[config.mk]
export PLATFORM = sky130hd
export DESIGN_NAME = audSampleClock
export DESIGN_NICKNAME = d
export VERILOG_FILES = /design/src/audPcm/audSampleClock.sv
export VERILOG_INCLUDE_DIRS = /design/src /design/src/common
export SDC_FILE = /design/constraint.sdc
export NUM_CORES = 1
export LEC_CHECK = 0
export ABC_CLOCK_PERIOD_IN_PS = 4660
export BUFFER_PORTS_ARGS = -buffer_cell sky130_fd_sc_hd__buf_2
export CAP_MARGIN = 0
export CORE_AREA = 2 2 61 63
export CTS_CLUSTER_SIZE = 10
export DETAILED_ROUTE_END_ITERATION = 10
export DIE_AREA = 0 0 63 65
export PLACE_DENSITY_LB_ADDON = 0.1
export SETUP_SLACK_MARGIN = 0.3
export SLEW_MARGIN = 40
export SYNTH_ARGS = -nofsm -noshare
export SYNTH_HDL_FRONTEND = slang
export SYNTH_SLANG_ARGS = --single-unit
[constraint.sdc]
create_clock -name clock -period 4.66 [get_ports clock]
set_clock_uncertainty 0.05 [all_clocks]
set_input_delay 0.932 -clock clock [delete_from_list [all_inputs] [get_ports clock]]
set_output_delay 0.932 -clock clock [all_outputs]
set_load 0.02 [all_outputs]
[src/common/audPcm_cfg.svh]
//############################################################################
// device select is matched against bus address bits 27..16
// rate values are divider reloads, so a sample period is reload + 1 cycles
//############################################################################
`ifndef AUD_PCM_CFG_SVH
`define AUD_PCM_CFG_SVH

// device select, compared with addr[27:16]
`define AUD_DEV_SEL 12'h009

// depth of each 32-bit sample bank
`define AUD_MEM_WORDS 1024

// divider reload per rate code
`define AUD_RATE_0 14'd12500
`define AUD_RATE_1 14'd9070
`define AUD_RATE_2 14'd6250
`define AUD_RATE_3 14'd4535
`define AUD_RATE_4 14'd3125
`define AUD_RATE_5 14'd2268
`define AUD_RATE_6 14'd1562
`define AUD_RATE_7 14'd1134
`define AUD_RATE_8 14'd781
`define AUD_RATE_9 14'd2083
`define AUD_RATE_10 14'd781
`define AUD_RATE_11 14'd1042
`define AUD_RATE_12 14'd781
`define AUD_RATE_13 14'd781
`define AUD_RATE_14 14'd781
// 1024-cycle period, handy in simulation
`define AUD_RATE_15 14'd1023

// bus opcode bits
`define AUD_OPM_WRITE 4
`define AUD_OPM_READ 3

`endif

[src/audPcm/audSampleClock.sv]
//############################################################################
// sample rate divider, a new rate is used from the next reload on
//############################################################################
`timescale 1ns/10ps
`include "audPcm_cfg.svh"

module audSampleClock
(
	input logic clock,
	input logic reset,
	input logic [3:0] rate,
	output logic [12:0] samplePos
);
	logic [13:0] reloadNext;
	logic [13:0] reloadQ;
	logic [13:0] divCnt;

	// rate code to divider reload
	always_comb
	begin
		case (rate)
			4'd0: reloadNext = `AUD_RATE_0;
			4'd1: reloadNext = `AUD_RATE_1;
			4'd2: reloadNext = `AUD_RATE_2;
			4'd3: reloadNext = `AUD_RATE_3;
			4'd4: reloadNext = `AUD_RATE_4;
			4'd5: reloadNext = `AUD_RATE_5;
			4'd6: reloadNext = `AUD_RATE_6;
			4'd7: reloadNext = `AUD_RATE_7;
			4'd8: reloadNext = `AUD_RATE_8;
			4'd9: reloadNext = `AUD_RATE_9;
			4'd10: reloadNext = `AUD_RATE_10;
			4'd11: reloadNext = `AUD_RATE_11;
			4'd12: reloadNext = `AUD_RATE_12;
			4'd13: reloadNext = `AUD_RATE_13;
			4'd14: reloadNext = `AUD_RATE_14;
			default: reloadNext = `AUD_RATE_15;
		endcase
	end

	always_ff @(posedge clock)
	begin
		if (reset)
		begin
			reloadQ <= '0;
			divCnt <= '0;
			samplePos <= '0;
		end
		else
		begin
			reloadQ <= reloadNext;
			// count down, step the position when the counter wraps
			if (divCnt == 14'd0)
			begin
				divCnt <= reloadQ;
				samplePos <= samplePos + 13'd1;
			end
			else
			begin
				divCnt <= divCnt - 14'd1;
			end
		end
	end

endmodule

==> summary.txt <==
Status = completed
Final setup margin = 2290 ps
N_diodes = 0
Synth-to-layout area growth = 8.68%
Vias in the first global route = 1542
Drt total wl = 3940 um
Worst setup SP type = register
Core area = 0.00350 mm^2
Clk_lat worst skew = 350 ps
Ys async rst share = 0%
Clk slew on worst S/H paths = 120 ps
Crit path arrival time = 2570 ps
Sw Share = 38.1%
FF-to-FF Start = divCnt[0]
CTS hold repair buffers = 0
CP Data Required Time = 4860 ps
Syn_nets = 253
Fmax = 0.421 GHz
DRT Pass-1 Iters = 4
CP max stage cell = nand4_4
Most common cell after layout, fill and taps aside = dfxtp_1
Worst Path Max Fanout = 40
Cts repair resizes = 0
Pre-CTS setup slack = 2300 ps
Leakage = 0.883 nW
Worst VDD drop = 0.184 mV
R2R depth = 6
Worst hold path type = reg -> reg
Via count = 1692
Crit path capture type = register
WL/cell = 13.3 um
Reg-to-reg critical path endpoint = samplePos[10]
Gate power share = 37.9%
# port buffers = 18
R2r setup slk = 2290 ps
Largest stage delay on the critical path = 530 ps
Post-DRT Antenna Nets = 0
Final setup vio count = 0
Layout cell share with drive strength beyond 1 = 13.7%
Period utilization = 50.9%
First-pass GRT wire length = 6870 um
Power Total = 1.20 mW
Seq/Total Area, Yosys = 39.8%
Pwr dens = 536 mW/mm^2
TritonCTS sink count = 41
CTS tree = built
Mapped Avg Cell Area = 8.70 um^2
Starting DRT DRC Count = 99
Max-slew headroom = 50.0%
RSZ-0062 raised after global routing = no
Final #Nets = 264
Internal = 743 uW
Ys Warns = 0
Routed vias/inst = 5.70
CTS Root Buffer Type = clkbuf_4
Sequential share of power = 42.2%
TritonCTS Buffers = 5
Minimum clock period = 2370 ps
Setup repair bufs after CTS = 0
Final Max Tran Viols = 0
WHS Endpoint = samplePos[12]
Worst hold path depth = 2
Register bit total from synthesis = 41
Die area = 0.00410 mm^2
Dpl hpwl = 2680 um
Critical-path cell list = inv_1 -> ha_1 -> nor4b_2 -> nand4_4 -> nor4_1 -> mux2_2
Clock Tree Buf Depth = 2
Synth cell types = 41
Worst Path Class, Setup = reg -> reg
GPL Wtd Cong = 0.799
Remaining DRCs = 0
Largest net degree at the start of global routing = 43
Max Cap Viol = 0
Most frequent cells in the layout = dfxtp_1, nor2_1, a21oi_1
Most used DFF post-synth = dfxtp_1
Clock share of power = 19.9%
Fin. Hold Viols = 0
Initial antenna violation count = 0
DIE WIDTH = 63 um
# rows = 22
Cells after Synth = 237
GRT Util Overall = 20.9%
Util after Layout = 64.1%
Setup tns final = 0 ps
Actual slew at the worst max-slew pin = 750 ps
Synthesized cell area = 0.00206 mm^2
Hold_sp = samplePos[12]
Post-synth EDFFs = 0
Worst hold slack = 442 ps
# IOs = 19
Die H = 65 um
Initial Util = 58.9%
Htree depth = 2
NetSw = 458 uW
Overflow left after global routing = 0
## worst max-delay path by stage
stage | startpoint | endpoint | slack, ps | cells after the start
global route | divCnt[0] | samplePos[12] | 2090 | 6
detailed placement | divCnt[0] | samplePos[10] | 2300 | 6
floorplan | rate[0] | reloadQ[9] | 2640 | 5
CTS | divCnt[0] | samplePos[12] | 2290 | 6
global placement | divCnt[0] | samplePos[12] | 2050 | 6
finish | divCnt[0] | samplePos[10] | 2290 | 6
## cells in the mapped netlist (5+ instances only)
library cell  number  area [um^2]
nor3_1             6         30.0
nand2_1           10         37.5
inv_1              8         30.0
nor2_1            36          135
a211oi_1          14          105
nand3_1            5         25.0
nor4_1             6         37.5
a21oi_1           19         95.1
or3_1              6         37.5
xor2_1             7         61.3
o21ai_0            7         35.0
clkbuf_1          11         41.3
o31ai_1            5         37.5
dfxtp_1           41          821
ha_1              10          125
## final cells by class
| class | instances | area (um^2) |
|---|---|---|
| flip-flops and latches | 41 | 821 |
| well taps | 48 | 60.1 |
| inverters | 8 | 30.0 |
| clock inverters | 1 | 30.0 |
| clock buffers | 7 | 55.1 |
| fillers | 336 | 1260 |
| repair buffers | 18 | 90.1 |
| multi-input cells | 174 | 1150 |
## critical path: cells and delay by family (launching register included)
kind / cells / cell delay, ps
muxes: 1 / 370
adders and majority gates: 1 / 160
and+or+nand+nor: 3 / 1240
buffers and inverters: 1 / 90
DFF: 1 / 360
## layer usage
layer / up-vias / wire, um / global-route usage [%]
li1: 883 / - / -
met1: 779 / 2140 / 29.7
met2: 24 / 1640 / 32.4
met3: 6 / 116 / 4.17
met4: 0 / 44 / 5.28
met5: - / 0 / 0
## flip-flops by register name (all words and copies together), names as in the netlist
signal	cells
divCnt	14
reloadQ	14
samplePos	13
## power by group through the flow
stage          clock [mW]  combinational (mW)  sequential [mW]
3_3_place_gp            0               0.436            0.513
3_5_place_dp            0               0.450            0.515
6_report            0.239               0.455            0.507
2_1_floorplan           0               0.382            0.497
4_1_cts             0.243               0.456            0.507
5_1_grt             0.254               0.512            0.520
## kinds of logic after synthesis
family,synth area share [%]
and+or+nand+nor,26.5
muxes,1.52
adders and majority gates,6.07
DFF,39.8
buffers and inverters,4.61
AOI/OAI and AO/OA,16.8
xor gates and xnor gates,4.68
## metrics by stage
step                      cell area (um^2)  std cells
final                                 2240        297
after global routing                  2240        297
after CTS                             2240        297
after detailed placement              2150        289
after global placement                2150        289
after floorplan                       2060        237
(Power assumes the default switching activity.)
