<file path="src/common/audPcm_cfg.svh">
//############################################################################
// device select is matched against bus address bits 27..16
// rate values are divider reloads, so a sample period is reload + 1 cycles
//############################################################################
`ifndef AUD_PCM_CFG_SVH
`define AUD_PCM_CFG_SVH

// device select, compared with addr[27:16]
`define AUD_DEV_SEL 12'h009

// depth of each 32-bit sample bank
`define AUD_MEM_WORDS 1024

// divider reload per rate code
`define AUD_RATE_0 14'd12500
`define AUD_RATE_1 14'd9070
`define AUD_RATE_2 14'd6250
`define AUD_RATE_3 14'd4535
`define AUD_RATE_4 14'd3125
`define AUD_RATE_5 14'd2268
`define AUD_RATE_6 14'd1562
`define AUD_RATE_7 14'd1134
`define AUD_RATE_8 14'd781
`define AUD_RATE_9 14'd2083
`define AUD_RATE_10 14'd781
`define AUD_RATE_11 14'd1042
`define AUD_RATE_12 14'd781
`define AUD_RATE_13 14'd781
`define AUD_RATE_14 14'd781
// 1024-cycle period, handy in simulation
`define AUD_RATE_15 14'd1023

// bus opcode bits
`define AUD_OPM_WRITE 4
`define AUD_OPM_READ 3

`endif

</file>
<file path="src/common/audPcmPkg.sv">
//############################################################################
// types of the PCM sound device
// control bit0 selects companding and bit1 selects 16-bit samples
//############################################################################
package audPcmPkg;

	// sample encoding in memory
	typedef enum logic [1:0]
	{
		LINEAR8 = 2'b00,
		COMPAND8 = 2'b01,
		LINEAR16 = 2'b10
	} sampleFormat_e;

	// control word, reserved fields read back as written
	typedef struct packed
	{
		logic [23:0] reserved;
		logic [3:0] rate;
		logic enable;
		logic stereoRsvd;
		sampleFormat_e format;
	} audCtrl_t;

	// offset-binary PWM level, 0x8000 is silence
	typedef logic [15:0] pcmLevel_t;

	// one PWM bit per channel
	typedef struct packed
	{
		logic right;
		logic left;
	} pwmPair_t;

endpackage

</file>
<file path="src/audPcm/audSampleDecoder.sv">
//############################################################################
// sample fetch and expansion, 3 cycles from a position change to a value
// stored samples are offset binary, the output is signed 16-bit
//############################################################################
`timescale 1ns/10ps

module audSampleDecoder
(
	input logic clock,
	input logic reset,
	input audPcmPkg::sampleFormat_e format,
	input logic [12:0] samplePos,
	output logic [9:0] blockIndex,
	input logic [63:0] block,
	output logic [15:0] sampleValue
);
	logic is16Bit;
	logic isCompand;

	// position bits aligned with the block read
	logic [2:0] posQ;
	logic [7:0] samp8Q;
	logic [15:0] samp16Q;

	logic [10:0] mag11;
	logic [11:0] comp12;
	logic [11:0] value12;

	// bit1 of the format picks 16-bit, bit0 picks companding
	assign is16Bit = format[1];
	assign isCompand = format[0];

	// eight bytes or four halfwords per 64-bit block
	assign blockIndex = is16Bit ? samplePos[11:2] : samplePos[12:3];

	// S.E3.M4 segment expansion, exponent 0 is denormal
	always_comb
	begin
		case (samp8Q[6:4])
			3'd0: mag11 = {7'h00, samp8Q[3:0]};
			3'd1: mag11 = {7'h01, samp8Q[3:0]};
			3'd2: mag11 = {6'h01, samp8Q[3:0], samp8Q[3]};
			3'd3: mag11 = {5'h01, samp8Q[3:0], samp8Q[3:2]};
			3'd4: mag11 = {4'h1, samp8Q[3:0], samp8Q[3:1]};
			3'd5: mag11 = {3'h1, samp8Q[3:0], samp8Q[3:0]};
			3'd6: mag11 = {2'h1, samp8Q[3:0], samp8Q[3:0], 1'b0};
			default: mag11 = {1'b1, samp8Q[3:0], samp8Q[3:0], 2'b00};
		endcase
	end

	always_comb
	begin
		// sign folds the magnitude around zero
		if (samp8Q[7])
		begin
			comp12 = {~mag11, ~mag11[10]};
		end
		else
		begin
			comp12 = {mag11, mag11[10]};
		end

		if (is16Bit)
		begin
			// companding bit set keeps the sign as stored
			value12 = {samp16Q[15] ^ ~isCompand, samp16Q[14:4]};
		end
		else if (isCompand)
		begin
			value12 = comp12;
		end
		else
		begin
			value12 = {~samp8Q[7], samp8Q[6:0], 4'h0};
		end
	end

	always_ff @(posedge clock)
	begin
		if (reset)
		begin
			posQ <= '0;
			sampleValue <= '0;
		end
		else
		begin
			posQ <= samplePos[2:0];
			// widen by repeating the top nibble
			sampleValue <= {value12, value12[11:8]};
		end
	end

	// byte and halfword select
	always_ff @(posedge clock)
	begin
		samp8Q <= block[{posQ, 3'b000} +: 8];
		samp16Q <= block[{posQ[1:0], 4'b0000} +: 16];
	end

endmodule

</file>
<file path="config.mk">
export PLATFORM = sky130hd
export DESIGN_NAME = audSampleDecoder
export DESIGN_NICKNAME = d
export VERILOG_FILES = /design/src/common/audPcm_cfg.svh /design/src/common/audPcmPkg.sv /design/src/audPcm/audSampleDecoder.sv
export SDC_FILE = /design/constraint.sdc
export NUM_CORES = 1
export LEC_CHECK = 0
export BUFFER_PORTS_ARGS = -buffer_cell sky130_fd_sc_hd__buf_2
export CAP_MARGIN = 30
export CORE_UTILIZATION = 40
export DETAILED_ROUTE_END_ITERATION = 10
export GPL_TIMING_DRIVEN = 0
export PLACE_DENSITY = 0.66
export SYNTH_ARGS = -nofsm -noshare
export SYNTH_HDL_FRONTEND = slang
export SYNTH_SLANG_ARGS = --single-unit
</file>
<file path="constraint.sdc">
create_clock -name clock -period 3.45 [get_ports clock]
set_clock_uncertainty 0.2 [all_clocks]
set_input_delay 0.69 -clock clock [delete_from_list [all_inputs] [get_ports clock]]
set_output_delay 0.69 -clock clock [all_outputs]
set_load 0.05 [all_outputs]
</file>
==> summary.md <==
| Metric | Value |
|---|---|
| Status | `finished clean` |
| DIE AREA | `6659 µm²` |
| PD cells | `406.2 nW/µm²` |
| Post-synth EDFFs | `0` |
| Slew Limit Fails | `0` |
| Minimum hold slack | `0.2702 ns` |
| CP Data Arrival Time | `1.82 ns` |
| Register bit total from synthesis | `35` |
| CTS tree | `built` |
| P_leak | `1.439 nW` |
| Top_reg_cell synth | `dfxtp_1` |
| Resize count post-CTS | `0` |
| H-tree levels | `2` |
| Syn Std Cell Area | `2535 µm²` |
| IO Pins | `107` |
| Fill cells | `557` |
| GR Layer Usage met2 | `0.3208` |
| Total Wirelength | `6.287 mm` |
| DRC Markers | `0` |
| Worst-path fanout max | `10` |
| Avg Inst Size Synth | `11.47 µm²` |
| Number of global-route vias before repair | `2,097` |
| Met1 usage | `0.2582` |
| Max Freq | `369.5 MHz` |
| Power, Total | `1.323 mW` |
| Final setup fails | `0` |
| Crit end category | `output pin` |
| Maxcap violations | `0` |
| Placed cell count | `402` |
| Worst slew pin tran | `0.6324 ns` |
| Final worst-path cycle share | `0.7845` |
| Worst-path clk slew | `0.07 ns` |
| DIE WIDTH | `81.61 µm` |
| Crit Path Class | `primary input to output pin` |
| VDD IR max | `0.1986 mV` |
| CTS Hold Bufs | `0` |
| Antenna Cells | `0` |
| Gpl congestion | `0.8613` |
| # rows | `28` |
| Final Hold Vio Count | `0` |
| Fin cells | `410` |
| Root Driver | `clkbuf_8` |
| Seq/Total Area, Yosys | `0.2764` |
| IO buf count | `106` |
| Yosys warns | `0` |
| Req. time, crit path | `2.56 ns` |
| Startpoint types | `primary input` |
| CTS Buffer Depth | `2` |
| DRT iter0 DRCs | `264` |
| Clock Sinks | `35` |
| Register area | `700.7 µm²` |
| Post-CTS Setup Repair Bufs | `0` |
| Via density per instance | `5.576` |
| Total gr overflow | `0` |
| Post-synth net total | `302` |
| Area delta synth->final | `28.53%` |
| Final #Nets | `415` |
| Unrepaired setup endpoints after global routing | `false` |
| Share of cells above drive strength 1 | `0.5403` |
| Post-DP HPWL | `5.019 mm` |
| Slew HR | `0.5784` |
| Global-route wire length before repair | `10.01 mm` |
| TritonCTS buffer count | `5` |
| Largest net degree at the start of global routing | `13` |
| DRT Pass-1 Iters | `5` |
| Post-synth cell types | `54` |
| PnR worst setup slack | `0.7434 ns` |
| Worst skew pair latency | `0.29 ns` |
| Initial core utilization | `0.4207` |
| FFs w/ async S/R, synth | `0` |
| Place WS | `0.7438 ns` |
| Top Usage Layer GRT | `met2` |
| Multi-input gate area in the final layout | `1624 µm²` |
| Minimum clock period | `2.707 ns` |
| Setup TNS | `0 ns` |
| Die height | `81.61 µm` |
| Initial antenna violation count | `0` |
| Detail Route Antenna Nets | `0` |
| Vias | `2,286` |
| GRT Overall Usage | `0.1985` |
| Cells after Synth | `221` |
| Met3 usage | `0.05667` |
| Wire length per cell | `15.33 µm` |
| Hold Path Class | `register to register` |
| Core ar. | `6026 µm²` |
[metal layers]
metal | part of all wire | vias up
met2 | 0.47 | 123
li1 | - | 1084
met1 | 0.42 | 1067
met5 | 0 | -
met4 | 0.017 | 0
met3 | 0.087 | 12
[synthesized netlist by cell type, types with 2 or more instances]
master | number | area share
o22ai_1 | 6 | 0.015
a21oi_1 | 8 | 0.016
nand3b_1 | 3 | 0.0089
inv_1 | 2 | 0.0030
mux2_2 | 13 | 0.058
xor2_1 | 2 | 0.0069
buf_6 | 5 | 0.022
xnor2_1 | 2 | 0.0069
nand2b_1 | 7 | 0.017
nand3_1 | 2 | 0.0039
mux4_2 | 20 | 0.18
mux4_1 | 9 | 0.093
o221ai_1 | 2 | 0.0069
a22o_1 | 2 | 0.0069
buf_4 | 4 | 0.012
mux2i_1 | 5 | 0.020
nand2_1 | 14 | 0.021
dfxtp_1 | 35 | 0.28
mux2_4 | 7 | 0.041
buf_2 | 10 | 0.020
a211oi_1 | 4 | 0.012
nor3_1 | 2 | 0.0039
o31ai_1 | 2 | 0.0059
clkbuf_1 | 5 | 0.0074
nor2_1 | 9 | 0.013
a31oi_1 | 2 | 0.0049
o21ai_0 | 3 | 0.0059
nor2b_1 | 10 | 0.025
[metrics by stage]
| step | area, µm² | utilization |
|---|---|---|
| detailed placement | 3159 | 0.5243 |
| global route | 3258 | 0.5407 |
| CTS | 3258 | 0.5407 |
| global placement | 3159 | 0.5243 |
| finish | 3258 | 0.5407 |
| floorplan | 2535 | - |
[layout by cell type, fill, tap and decap left out, types with 2 or more instances in the layout]
master    instances
clkbuf_8          6
nand3b_1          3
nand2b_1          7
o31ai_1           2
a211oi_1          4
o221ai_1          2
clkbuf_1          5
mux4_2           20
mux4_1            9
o22ai_1           6
xor2_1            2
nand2_1          14
a22o_1            2
nand3_1           2
nor2b_1          10
o21ai_0           3
nor2_1            9
inv_1             2
a21oi_1           8
mux2_4            7
xnor2_1           2
nor3_1            2
mux2i_1           5
buf_2           116
mux2_2           13
a31oi_1           2
buf_6             5
buf_4             4
dfxtp_1          35
[final cells by class]
type                       instances  area share
multi-input combinational        155      0.4985
sequential                        35      0.2151
timing repair buffer             106      0.1628
buffer                            28     0.06106
tap                               75     0.02880
clock buffer                       6     0.02535
clock inverter                     2    0.004992
inverter                           3    0.003456
[final timing paths]
path              start  depth (start not counted)  slack (ns)        endpoint
max           format[1]                          4        0.74   blockIndex[7]
min          samp16Q[7]                          2        0.27  sampleValue[7]
max reg2reg     posQ[0]                          4        1.61       samp8Q[6]
min reg2reg  samp16Q[7]                          2        0.27  sampleValue[7]
[cell families after synthesis]
group                     count (synthesis)  synth area share
and+or+nand+nor                          54            0.1135
AOI/OAI and AO/OA                        43            0.1234
buffers and inverters                    31           0.08292
xor gates and xnor gates                  4           0.01382
muxes                                    54            0.3899
DFF                                      35            0.2764
[critical path, cell delays in order]
cell and delay [ns]:
buf_2 0.14, clkbuf_1 0.39, mux2_2 0.39, buf_2 0.21
[power breakdown]
| part | internal [mW] | leakage, nW | switching [mW] |
|---|---|---|---|
| Combinational | 0.241 | 1.10 | 0.304 |
| Clock | 0.163 | 0.0474 | 0.149 |
| Sequential | 0.449 | 0.293 | 0.0165 |
| Total | 0.853 | 1.44 | 0.470 |
[flip-flops by register name, summed over array words and instances, names as in the netlist]
name,flops
sampleValue,12
samp16Q,12
samp8Q,8
posQ,3
(Power assumes the default switching activity.)
