==> src/common/audPcm_cfg.svh <==
//############################################################################
// device select is matched against bus address bits 27..16
// rate values are divider reloads, so a sample period is reload + 1 cycles
//############################################################################
`ifndef AUD_PCM_CFG_SVH
`define AUD_PCM_CFG_SVH

// device select, compared with addr[27:16]
`define AUD_DEV_SEL 12'h009

// depth of each 32-bit sample bank
`define AUD_MEM_WORDS 1024

// divider reload per rate code
`define AUD_RATE_0 14'd12500
`define AUD_RATE_1 14'd9070
`define AUD_RATE_2 14'd6250
`define AUD_RATE_3 14'd4535
`define AUD_RATE_4 14'd3125
`define AUD_RATE_5 14'd2268
`define AUD_RATE_6 14'd1562
`define AUD_RATE_7 14'd1134
`define AUD_RATE_8 14'd781
`define AUD_RATE_9 14'd2083
`define AUD_RATE_10 14'd781
`define AUD_RATE_11 14'd1042
`define AUD_RATE_12 14'd781
`define AUD_RATE_13 14'd781
`define AUD_RATE_14 14'd781
// 1024-cycle period, handy in simulation
`define AUD_RATE_15 14'd1023

// bus opcode bits
`define AUD_OPM_WRITE 4
`define AUD_OPM_READ 3

`endif

==> src/common/audPcmPkg.sv <==
//############################################################################
// types of the PCM sound device
// control bit0 selects companding and bit1 selects 16-bit samples
//############################################################################
package audPcmPkg;

	// sample encoding in memory
	typedef enum logic [1:0]
	{
		LINEAR8 = 2'b00,
		COMPAND8 = 2'b01,
		LINEAR16 = 2'b10
	} sampleFormat_e;

	// control word, reserved fields read back as written
	typedef struct packed
	{
		logic [23:0] reserved;
		logic [3:0] rate;
		logic enable;
		logic stereoRsvd;
		sampleFormat_e format;
	} audCtrl_t;

	// offset-binary PWM level, 0x8000 is silence
	typedef logic [15:0] pcmLevel_t;

	// one PWM bit per channel
	typedef struct packed
	{
		logic right;
		logic left;
	} pwmPair_t;

endpackage

==> src/audPcm/audMixPwm.sv <==
//############################################################################
// aux mix and first-order PWM per channel, sums wrap without saturation
// accumulators stay cleared while the output is disabled
//############################################################################
`timescale 1ns/10ps

module audMixPwm
(
	input logic clock,
	input logic reset,
	input logic [15:0] sampleValue,
	input logic [7:0] auxLeft,
	input logic [7:0] auxRight,
	input logic enable,
	output audPcmPkg::pwmPair_t pwmOut,
	output logic pwmEnable
);
	import audPcmPkg::*;

	// channel 0 is left, channel 1 is right
	logic [15:0] sampleQ;
	logic [1:0][7:0] auxQ;
	logic [1:0][15:0] sumQ;
	pcmLevel_t [1:0] levelQ;
	logic [1:0][15:0] acc;
	logic [1:0][15:0] accNext;
	logic [1:0] carry;

	// the carry out of each accumulator is the PWM bit
	always_comb
	begin
		for (int ch = 0; ch < 2; ch++)
		begin
			{carry[ch], accNext[ch]} = {1'b0, acc[ch]} + {1'b0, levelQ[ch]};
		end
	end

	// mix pipeline
	always_ff @(posedge clock)
	begin
		sampleQ <= sampleValue;
		auxQ <= {auxRight, auxLeft};
		for (int ch = 0; ch < 2; ch++)
		begin
			sumQ[ch] <= {{4{sampleQ[15]}}, sampleQ[15:4]}
				+ {{4{auxQ[ch][7]}}, auxQ[ch], 4'h0};
			// signed to offset binary
			levelQ[ch] <= {~sumQ[ch][15], sumQ[ch][14:0]};
		end
	end

	always_ff @(posedge clock)
	begin
		if (reset)
		begin
			acc <= '0;
			pwmOut.right <= 1'b1;
			pwmOut.left <= 1'b1;
			pwmEnable <= 1'b0;
		end
		else
		begin
			pwmEnable <= enable;
			if (enable)
			begin
				acc <= accNext;
				pwmOut.right <= carry[1];
				pwmOut.left <= carry[0];
			end
			else
			begin
				// idle level is both ones
				acc <= '0;
				pwmOut.right <= 1'b1;
				pwmOut.left <= 1'b1;
			end
		end
	end

endmodule

==> config.mk <==
export PLATFORM = sky130hd
export DESIGN_NAME = audMixPwm
export DESIGN_NICKNAME = d
export VERILOG_FILES = /design/src/common/audPcm_cfg.svh /design/src/common/audPcmPkg.sv /design/src/audPcm/audMixPwm.sv
export SDC_FILE = /design/constraint.sdc
export NUM_CORES = 1
export LEC_CHECK = 0
export BUFFER_PORTS_ARGS = -buffer_cell sky130_fd_sc_hd__buf_4
export CAP_MARGIN = 20
export CORE_MARGIN = 1.5
export CORE_UTILIZATION = 40
export DETAILED_ROUTE_END_ITERATION = 10
export PLACE_DENSITY = 0.67
export SYNTH_ARGS = -nofsm -noshare
export SYNTH_HDL_FRONTEND = slang
export SYNTH_SLANG_ARGS = --single-unit
==> constraint.sdc <==
create_clock -name clock -period 3.3 [get_ports clock]
set_input_delay 0.66 -clock clock [delete_from_list [all_inputs] [get_ports clock]]
set_output_delay 0.66 -clock clock [all_outputs]
set_load 0.05 [all_outputs]
==> impl_metrics.yaml, run 1 <==
status:
  status: "completed"
synth:
  ys_ff_latch: 109
  synth_nets: 511
  yosysWarningCount: 0
  synth-simple-area-share: 0.102
  ys_async_sr_fraction: 0
  avgSynthCellArea_um2: 10.4
  synth_edf_count: 0
  synthAdderAreaFrac: 0.154
  syn_inst: 424
  ys.flop_type: "dfxtp_1"
  synth_compound_gate_area_share: 0.157
  ys_types: 53
  muxShareOfSynthArea: 0
  synth-xor-area-share: 0.0653
  synth_top_family_by_area: "compound AO/OA/AOI/OAI gates"
  netlist_area_um2: 4420
  yosysSeqAreaShare: 0.493
sta:
  finClkSkew_ps: 11.4
  max_freq_ghz: 0.400
  final.period_utilization: 0.757
  setup_tns_ps: 0
  finalHoldViolCount: 0
  finalSetupViolations: 0
  relSlewSlack: 0.685
  period_needed_ps: 2500
  tightest_slew_ps: 470
  drv_slew: 0
  rsz0062_at_grt: "false"
die:
  floorplan.initialDensity: 0.410
  io_pins: 38
  die_h_um: 108
  core.rowCount: 38
  core_um2: 10800
  dieWidth_um: 108
  fp.dieArea_um2: 11700
detailed_routing:
  drt_iter0_drc: 139
  drtAntennaViolNets: 0
  routedWlPerCell_um: 12.0
  vias_per_cell: 4.99
  wirelength_mm: 7.29
  route.detailed.drc: 0
  first_pass_iters: 4
  vias: 3020
placement:
  gp_routability_congestion: 0.866
  dp_cells: 589
  placed_area_um2: 4800
  dp_hpwl_mm: 5.34
  io_buffers: 33
setup_path:
  crit_start: "levelQ[16]$_DFF_P_"
  cp_max_fo: 4
  end_kind: "register"
  reg2reg_from: "levelQ[16]$_DFF_P_"
  critical_path_class: "reg -> reg"
  worst_ep_required_time_ps: 3580
  setup.worst_path.start_class: "register"
  cp.arrival_ps: 2780
finish:
  final-instance-count-excl-fill: 605
  mostFrequentLayoutCells: "dfxtp_1, ha_1, nor2_1"
  fin_area_um2: 4990
  fill_cells: 1018
  mostFrequentLayoutCell: "dfxtp_1"
  nets: 547
  fin_util: 0.463
  antennaDiodeCount: 0
  drive_gt1_frac: 0.120
  area_growth_pct: 12.9
clock_network:
  clock_sinks: 109
  path_clk_slew_ps: 110
  cts_tree: "yes"
  postCtsHoldBufs: 0
  ctsLongestPathBuffers: 2
  cts_buffers: 9
  cts_max_level: 3
  cts_root_buf: "clkbuf_8"
  post_cts_buffers: 0
  cts_resized: 0
  worstSkewPairLatency_ps: 380
worst_hold_path:
  min_from: "sumQ[9]$_DFF_P_"
  hp-class: "reg -> reg"
grt:
  overflow: 0
  grt_use_total: 0.139
  antenna_found_initial: 0
  grt_pass1_wl_mm: 12.8
  grt_start_max_net_pins: 23
  grt_pass1_vias: 2953
pwr:
  clkPwrFrac: 0.244
  power_frac_seq: 0.492
  p_leak_nw: 2.23
  p_sw_mw: 0.990
  power.internal_mw: 2.15
  powerDensity_nw_per_um2: 630
  peakVddDrop_mv: 0.338
  p_sw_frac: 0.315
  p_comb_frac: 0.264
flow_run:
  max_cap_violations: 0
## cell type report
| cell class | count | area, µm² | share of cell area |
|---|---|---|---|
| inverter | 19 | 71.3 | 0.0143 |
| clock buffer | 10 | 128 | 0.0256 |
| multi-input combinational | 287 | 2120 | 0.424 |
| clock inverter | 6 | 65.1 | 0.0130 |
| timing repair buffer | 34 | 255 | 0.0511 |
| sequential | 109 | 2180 | 0.437 |
| tap | 140 | 175 | 0.0351 |
## registers in the layout, summed over array words and instances (netlist names)
| name | count |
|---|---|
| acc | 32 |
| levelQ | 24 |
| sumQ | 22 |
| auxQ | 16 |
| sampleQ | 12 |
| pwmOut | 2 |
| pwmEnable | 1 |
## cell usage after synthesis (all sizes together) (2+ instances only)
master | instances | area share
a211o | 4 | 0.0082
a211oi | 6 | 0.010
a21boi | 2 | 0.0034
a21o | 12 | 0.020
a21oi | 28 | 0.034
a221o | 2 | 0.0045
and2 | 6 | 0.0088
buf | 3 | 0.0062
clkbuf | 6 | 0.0057
dfxtp | 109 | 0.49
fa | 4 | 0.018
ha | 48 | 0.14
inv | 19 | 0.016
nand2 | 22 | 0.019
nand2b | 2 | 0.0028
nand3 | 9 | 0.010
nand4 | 5 | 0.0071
nor2 | 41 | 0.035
nor2b | 2 | 0.0028
nor3 | 7 | 0.0079
o211ai | 4 | 0.0079
o21a | 2 | 0.0034
o21ai | 21 | 0.024
o21bai | 3 | 0.0051
o41ai | 3 | 0.0059
or3 | 2 | 0.0028
xnor2 | 21 | 0.042
xor2 | 12 | 0.024
## cell families (layout without fill, tap and decap cells)
family | count (synthesis) | in the layout
adder cells (fa/ha/maj) | 52 | 52
buffers and inverters | 28 | 69
AO/OA/AOI/OAI | 102 | 102
flip-flops | 109 | 109
AND/OR/NAND/NOR | 100 | 100
XOR/XNOR | 33 | 33
## worst paths after layout
check | endpoint | slack, ps | cells past startpoint
max | pwmOut[1]$_SDFF_PP1_ | 800 | 8
min | levelQ[9]$_DFF_P_ | 330 | 0
max reg2reg | pwmOut[1]$_SDFF_PP1_ | 800 | 8
min reg2reg | levelQ[9]$_DFF_P_ | 330 | 0
## critical path, stage by stage (launching register included)
cell and delay [ps]:
dfxtp_1 330, ha_1 240, fa_1 420, a21o_1 210, nand3_1 100, a31oi_1 190
a21o_1 260, a311o_1 370, a211o_1 280
## layer usage
layer	wire length, µm	global-route usage	vias to the layer above
li1	-	-	1570
met1	3540	0.172	1357
met2	3260	0.225	76
met3	364	0.0458	17
met4	129	0.0545	0
met5	0	0	-
## through the flow
step / hold WS [ps] / power [mW] / setup WS [ps]
after floorplan: 310 / 2.24 / 1040
after global placement: 311 / 2.37 / 861
after detailed placement: 312 / 2.40 / 830
after CTS: 330 / 3.17 / 820
after global routing: 341 / 3.36 / 692
final: 335 / 3.14 / 802
## power by group through the flow
stage | sequential [mW] | clock, mW | combinational (mW)
floorplan | 1.57 | 0 | 0.669
global placement | 1.58 | 0 | 0.798
detailed placement | 1.58 | 0 | 0.817
CTS | 1.55 | 0.796 | 0.827
global route | 1.56 | 0.864 | 0.935
finish | 1.55 | 0.767 | 0.830
No activity file was read; power rests on OpenSTA's default activity.
==> inputs of run 2 (changes only) <==
clock period = 2.5 ns   (was 3.3 ns; I/O delays follow)
==> run 2 against run 1 <==
Against the previous run:
- via count is 0.36% lower
- sequential share of layout area shrank 0.56 points
- cell count increased by 0.33%
- die area unchanged
- clock power is 58% higher
- first-iteration DRC count decreased by 7.2%
- non-clock buffer count increased by 2
- global-route usage rose by 0.34 points
- utilization up 0.60 points
- clock-buffer cell count decreased by 1
==> impl_metrics.yaml, run 2 (same netlist as run 1, synthesis figures left out) <==
worst_hold_path:
  hp-class: "in -> reg"
  hold_depth: 1
grt:
  top_usage_layer: "met2"
  grt_pass1_vias: 3010
  grt_start_max_net_pins: 21
  overflow: 0
  grt_pass1_wl_mm: 13.0
  antenna_found_initial: 0
  grtUsageMet1: 0.173
  grt_use_met3: 0.0476
  use_met2: 0.231
  grt_use_total: 0.143
placement:
  gp_routability_congestion: 0.890
  dp_hpwl_mm: 5.48
  placed_area_um2: 4820
  io_buffers: 33
setup_path:
  end_kind: "register"
  cp_max_fo: 3
  cp_slowest_stage_delay_ps: 420
  setup.worst_path.start_class: "register"
  worst_ep_required_time_ps: 2780
  crit_top_cell: "a21o_1"
  critical_path_class: "reg -> reg"
  path_buf_inv: 0
  ff2ff_path_depth: 8
  path_delay_family: "compound AO/OA/AOI/OAI gates"
  path_depth: 8
  cp.arrival_ps: 2620
  crit_chain: "ha_1 > fa_1 > a21o_1 > nand3_1 > a31oi_1 > a21o_1 > a311o_1 > a211o_1"
  worst_path_max_delay_cell: "fa_1"
sta:
  fin_hold_ws_ps: 216
  setup_tns_ps: 0
  max_freq_ghz: 0.427
  relSlewSlack: 0.628
  finalSetupViolations: 0
  finalHoldViolCount: 0
  final.period_utilization: 0.937
  rsz0062_at_grt: "false"
  finClkSkew_ps: 16.2
  period_needed_ps: 2340
  drv_slew: 0
  tightest_slew_ps: 558
die:
  fp.dieArea_um2: 11700
  core_um2: 10800
  floorplan.initialDensity: 0.410
  io_pins: 38
  core.rowCount: 38
  die_h_um: 108
  dieWidth_um: 108
clock_network:
  cts_tree: "yes"
  worstSkewPairLatency_ps: 380
  cts_root_buf: "clkbuf_8"
  path_clk_slew_ps: 110
  clock_sinks: 109
  cts_buffers: 9
  cts_max_level: 3
  ctsLongestPathBuffers: 2
detailed_routing:
  wirelength_mm: 7.35
  vias: 3009
  routedWlPerCell_um: 12.1
  first_pass_iters: 6
  route.detailed.drc: 0
  drt_iter0_drc: 129
  drtAntennaViolNets: 0
  vias_per_cell: 4.96
finish:
  reg_top3: "acc: 32 flops, levelQ: 24 flops, sumQ: 22 flops"
  largest_register_ffs: 32
  nets: 549
  drive_gt1_frac: 0.128
  fill_cells: 997
  antennaDiodeCount: 0
  mostFrequentLayoutCells: "dfxtp_1, ha_1, nor2_1"
  fin_area_um2: 5060
  regMostFlops: "acc"
  mostFrequentLayoutCell: "dfxtp_1"
  area_growth_pct: 14.4
status:
  status: "completed"
pwr:
  peakVddDrop_mv: 0.448
  powerDensity_nw_per_um2: 861
  p_leak_nw: 2.26
flow_run:
  max_cap_violations: 0
run 2: cell count changes in the layout (fill, tap and decap cells not counted):
cell | previous run | this run
clkbuf_1 | 1 | 0
a211oi_2 | 0 | 1
buf_4 | 34 | 36
clkinv_4 | 2 | 1
a211oi_1 | 6 | 5
inv_8 | 2 | 1
inv_6 | 1 | 2
bufinv_16 | 0 | 2
run 2: routing by layer:
| metal | vias up | share of wire |
|---|---|---|
| met2 | 64 | 0.44 |
| met1 | 1363 | 0.49 |
| met3 | 14 | 0.050 |
| met4 | 0 | 0.019 |
| met5 | - | 0 |
| li1 | 1568 | - |
run 2: per-stage QoR:
step | power (mW) | cells | worst slack [ps] | utilization
finish | 4.35 | 607 | 157 | 0.469
global placement | 3.14 | 591 | 160 | 0.446
CTS | 4.39 | 607 | 110 | 0.468
detailed placement | 3.17 | 591 | 136 | 0.446
floorplan | 2.95 | 424 | 238 | -
global route | 4.64 | 607 | 15.6 | 0.469
run 2: worst paths after layout:
kind	slack, ps	from	end
hold reg to reg	330	sumQ[7]$_DFF_P_	levelQ[7]$_DFF_P_
setup reg to reg	160	levelQ[16]$_DFF_P_	pwmOut[1]$_SDFF_PP1_
hold / removal	220	auxLeft[0]	auxQ[0]$_DFF_P_
setup / recovery	160	levelQ[16]$_DFF_P_	pwmOut[1]$_SDFF_PP1_
run 2: worst register-to-register path: stages (launching register included):
cell and delay (ps):
dfxtp_1 330, ha_1 230, fa_1 420, a21o_1 210, nand3_1 100, a31oi_1 130, a21o_1 200, a311o_1 350
a211o_1 290
run 2: cell type report:
| cell class | instances | area [µm²] | area share |
|---|---|---|---|
| sequential | 109 | 2180 | 0.431 |
| inverter | 19 | 71.3 | 0.0141 |
| clock buffer | 9 | 124 | 0.0245 |
| multi-input combinational | 287 | 2120 | 0.420 |
| tap | 140 | 175 | 0.0346 |
| clock inverter | 7 | 114 | 0.0225 |
| timing repair buffer | 36 | 270 | 0.0534 |
run 2: report_power, final:
part / switching (mW) / total [mW] / internal (mW)
combinational: 0.609 / 1.11 / 0.497
sequential: 0.0799 / 2.04 / 1.96
clock: 0.619 / 1.21 / 0.588
total: 1.31 / 4.35 / 3.05
run 2: repair_timing:
action                                  CTS  global route
buffers inserted                          0             0
gates resized for setup                   0             1
hold endpoints to repair                  0             0
hold buffers                              0             0
endpoints found under the setup margin    0             1
==> inputs of run 3 (changes only) <==
BUFFER_PORTS_ARGS = -buffer_cell sky130_fd_sc_hd__buf_2   (was -buffer_cell sky130_fd_sc_hd__buf_4)
SETUP_SLACK_MARGIN = 0.05   (was not set)
==> run 3 against run 2 <==
Against the previous run:
- sequential power barely moved
- cell count unchanged
- flip-flop and latch count unchanged
- clock skew hardly changed
- critical path type unchanged
- worst hold slack got worse by 2.0 ps
- critical path depth is the same
- die area unchanged
- routed wire length decreased by 0.27%
- total power down 4.4%
- clock power shrank 15%
==> impl_metrics.yaml, run 3 (same netlist as run 1, synthesis figures left out) <==
detailed_routing:
  drtAntennaViolNets: 0
  vias_per_cell: 4.92
  wirelength_mm: 7.33
  first_pass_iters: 4
  drt_iter0_drc: 96
  routedWlPerCell_um: 12.1
  vias: 2986
  route.detailed.drc: 0
die:
  core_um2: 10800
  floorplan.initialDensity: 0.410
  fp.dieArea_um2: 11700
  core.rowCount: 38
  io_pins: 38
  die_h_um: 108
  dieWidth_um: 108
grt:
  top_usage_layer: "met2"
  antenna_found_initial: 0
  grt_use_total: 0.136
  grt_pass1_vias: 2890
  use_met2: 0.216
  overflow: 0
  grt_start_max_net_pins: 22
  grt_pass1_wl_mm: 12.3
  grt_use_met3: 0.0452
  grtUsageMet1: 0.166
clock_network:
  clock_sinks: 109
  cts_root_buf: "clkbuf_8"
  worstSkewPairLatency_ps: 380
  cts_tree: "yes"
  cts_buffers: 9
  post_cts_buffers: 0
  path_clk_slew_ps: 110
  cts_max_level: 3
  ctsLongestPathBuffers: 2
finish:
  nets: 549
  mostFrequentLayoutCell: "dfxtp_1"
  regMostFlops: "acc"
  drive_gt1_frac: 0.131
  area_growth_pct: 11.8
  mostFrequentLayoutCells: "dfxtp_1, ha_1, nor2_1"
  largest_register_ffs: 32
  antennaDiodeCount: 0
  reg_top3: "acc: 32 flops, levelQ: 24 flops, sumQ: 22 flops"
placement:
  gp_routability_congestion: 0.843
  dp_hpwl_mm: 5.48
  pre_cts_slack_ps: 171
  io_buffers: 33
sta:
  fin_hold_ws_ps: 214
  setup_tns_ps: 0
  setup_slack_ps: 235
  finalHoldViolCount: 0
  rsz0062_at_grt: "false"
  period_needed_ps: 2260
  max_freq_ghz: 0.442
  relSlewSlack: 0.659
  tightest_slew_ps: 512
  final.period_utilization: 0.906
  drv_slew: 0
  finClkSkew_ps: 15.7
  finalSetupViolations: 0
flow_run:
  max_cap_violations: 0
pwr:
  peakVddDrop_mv: 0.536
  p_leak_nw: 2.21
  powerDensity_nw_per_um2: 841
setup_path:
  setup.worst_path.start_class: "register"
  cp.arrival_ps: 2550
  critical_path_class: "reg -> reg"
  cp_max_fo: 3
  worst_ep_required_time_ps: 2780
  end_kind: "register"
status:
  status: "completed"
worst_hold_path:
  hp-class: "in -> reg"
## run 3: stage by stage
| step | util | cells | instance area (µm²) | power [mW] |
|---|---|---|---|---|
| after floorplan | - | 424 | 4420 | 2.95 |
| after global placement | 0.439 | 591 | 4730 | 3.13 |
| final | 0.458 | 607 | 4950 | 4.16 |
| after CTS | 0.458 | 607 | 4940 | 4.20 |
| after detailed placement | 0.439 | 591 | 4730 | 3.15 |
| after global routing | 0.458 | 607 | 4950 | 4.42 |
## run 3: what timing repair did
action,in CTS,in global routing
endpoints found under the setup margin,0,2
resized for setup,0,2
hold buffers,0,0
## run 3: power by group
| part | leakage, nW | switching [mW] | internal (mW) |
|---|---|---|---|
| registers | 0.912 | 0.0812 | 1.96 |
| logic | 1.20 | 0.602 | 0.482 |
| clock network | 0.0996 | 0.641 | 0.394 |
## run 3: per-layer routing
layer	wire length, µm	part of all wire
met1	3550	0.48
met2	3240	0.44
met3	338	0.046
met4	198	0.027
met5	0	0
## run 3: final cells by class
type / instances / area, µm²
clock buffer: 9 / 124
clock inverter: 7 / 81.3
fill: 1005 / 5850
inverter: 19 / 71.3
multi-input combinational: 287 / 2130
sequential: 109 / 2180
tap: 140 / 175
timing repair buffer: 36 / 188
## run 3: critical path: stages (launching register included)
cell     delay [ps]
dfxtp_1         330
ha_1            240
fa_2            370
a21o_1          200
nand3_1         100
a31oi_1         120
a21o_1          190
a311o_1         350
a211o_1         280
## run 3: final timing paths
path	end	startpoint	slack (ps)	depth (start not counted)
max	pwmOut[1]$_SDFF_PP1_	levelQ[16]$_DFF_P_	240	8
min	auxQ[1]$_DFF_P_	auxLeft[1]	210	1
max reg2reg	pwmOut[1]$_SDFF_PP1_	levelQ[16]$_DFF_P_	240	8
min reg2reg	sumQ[18]$_DFF_P_	sampleQ[6]$_DFF_P_	330	0
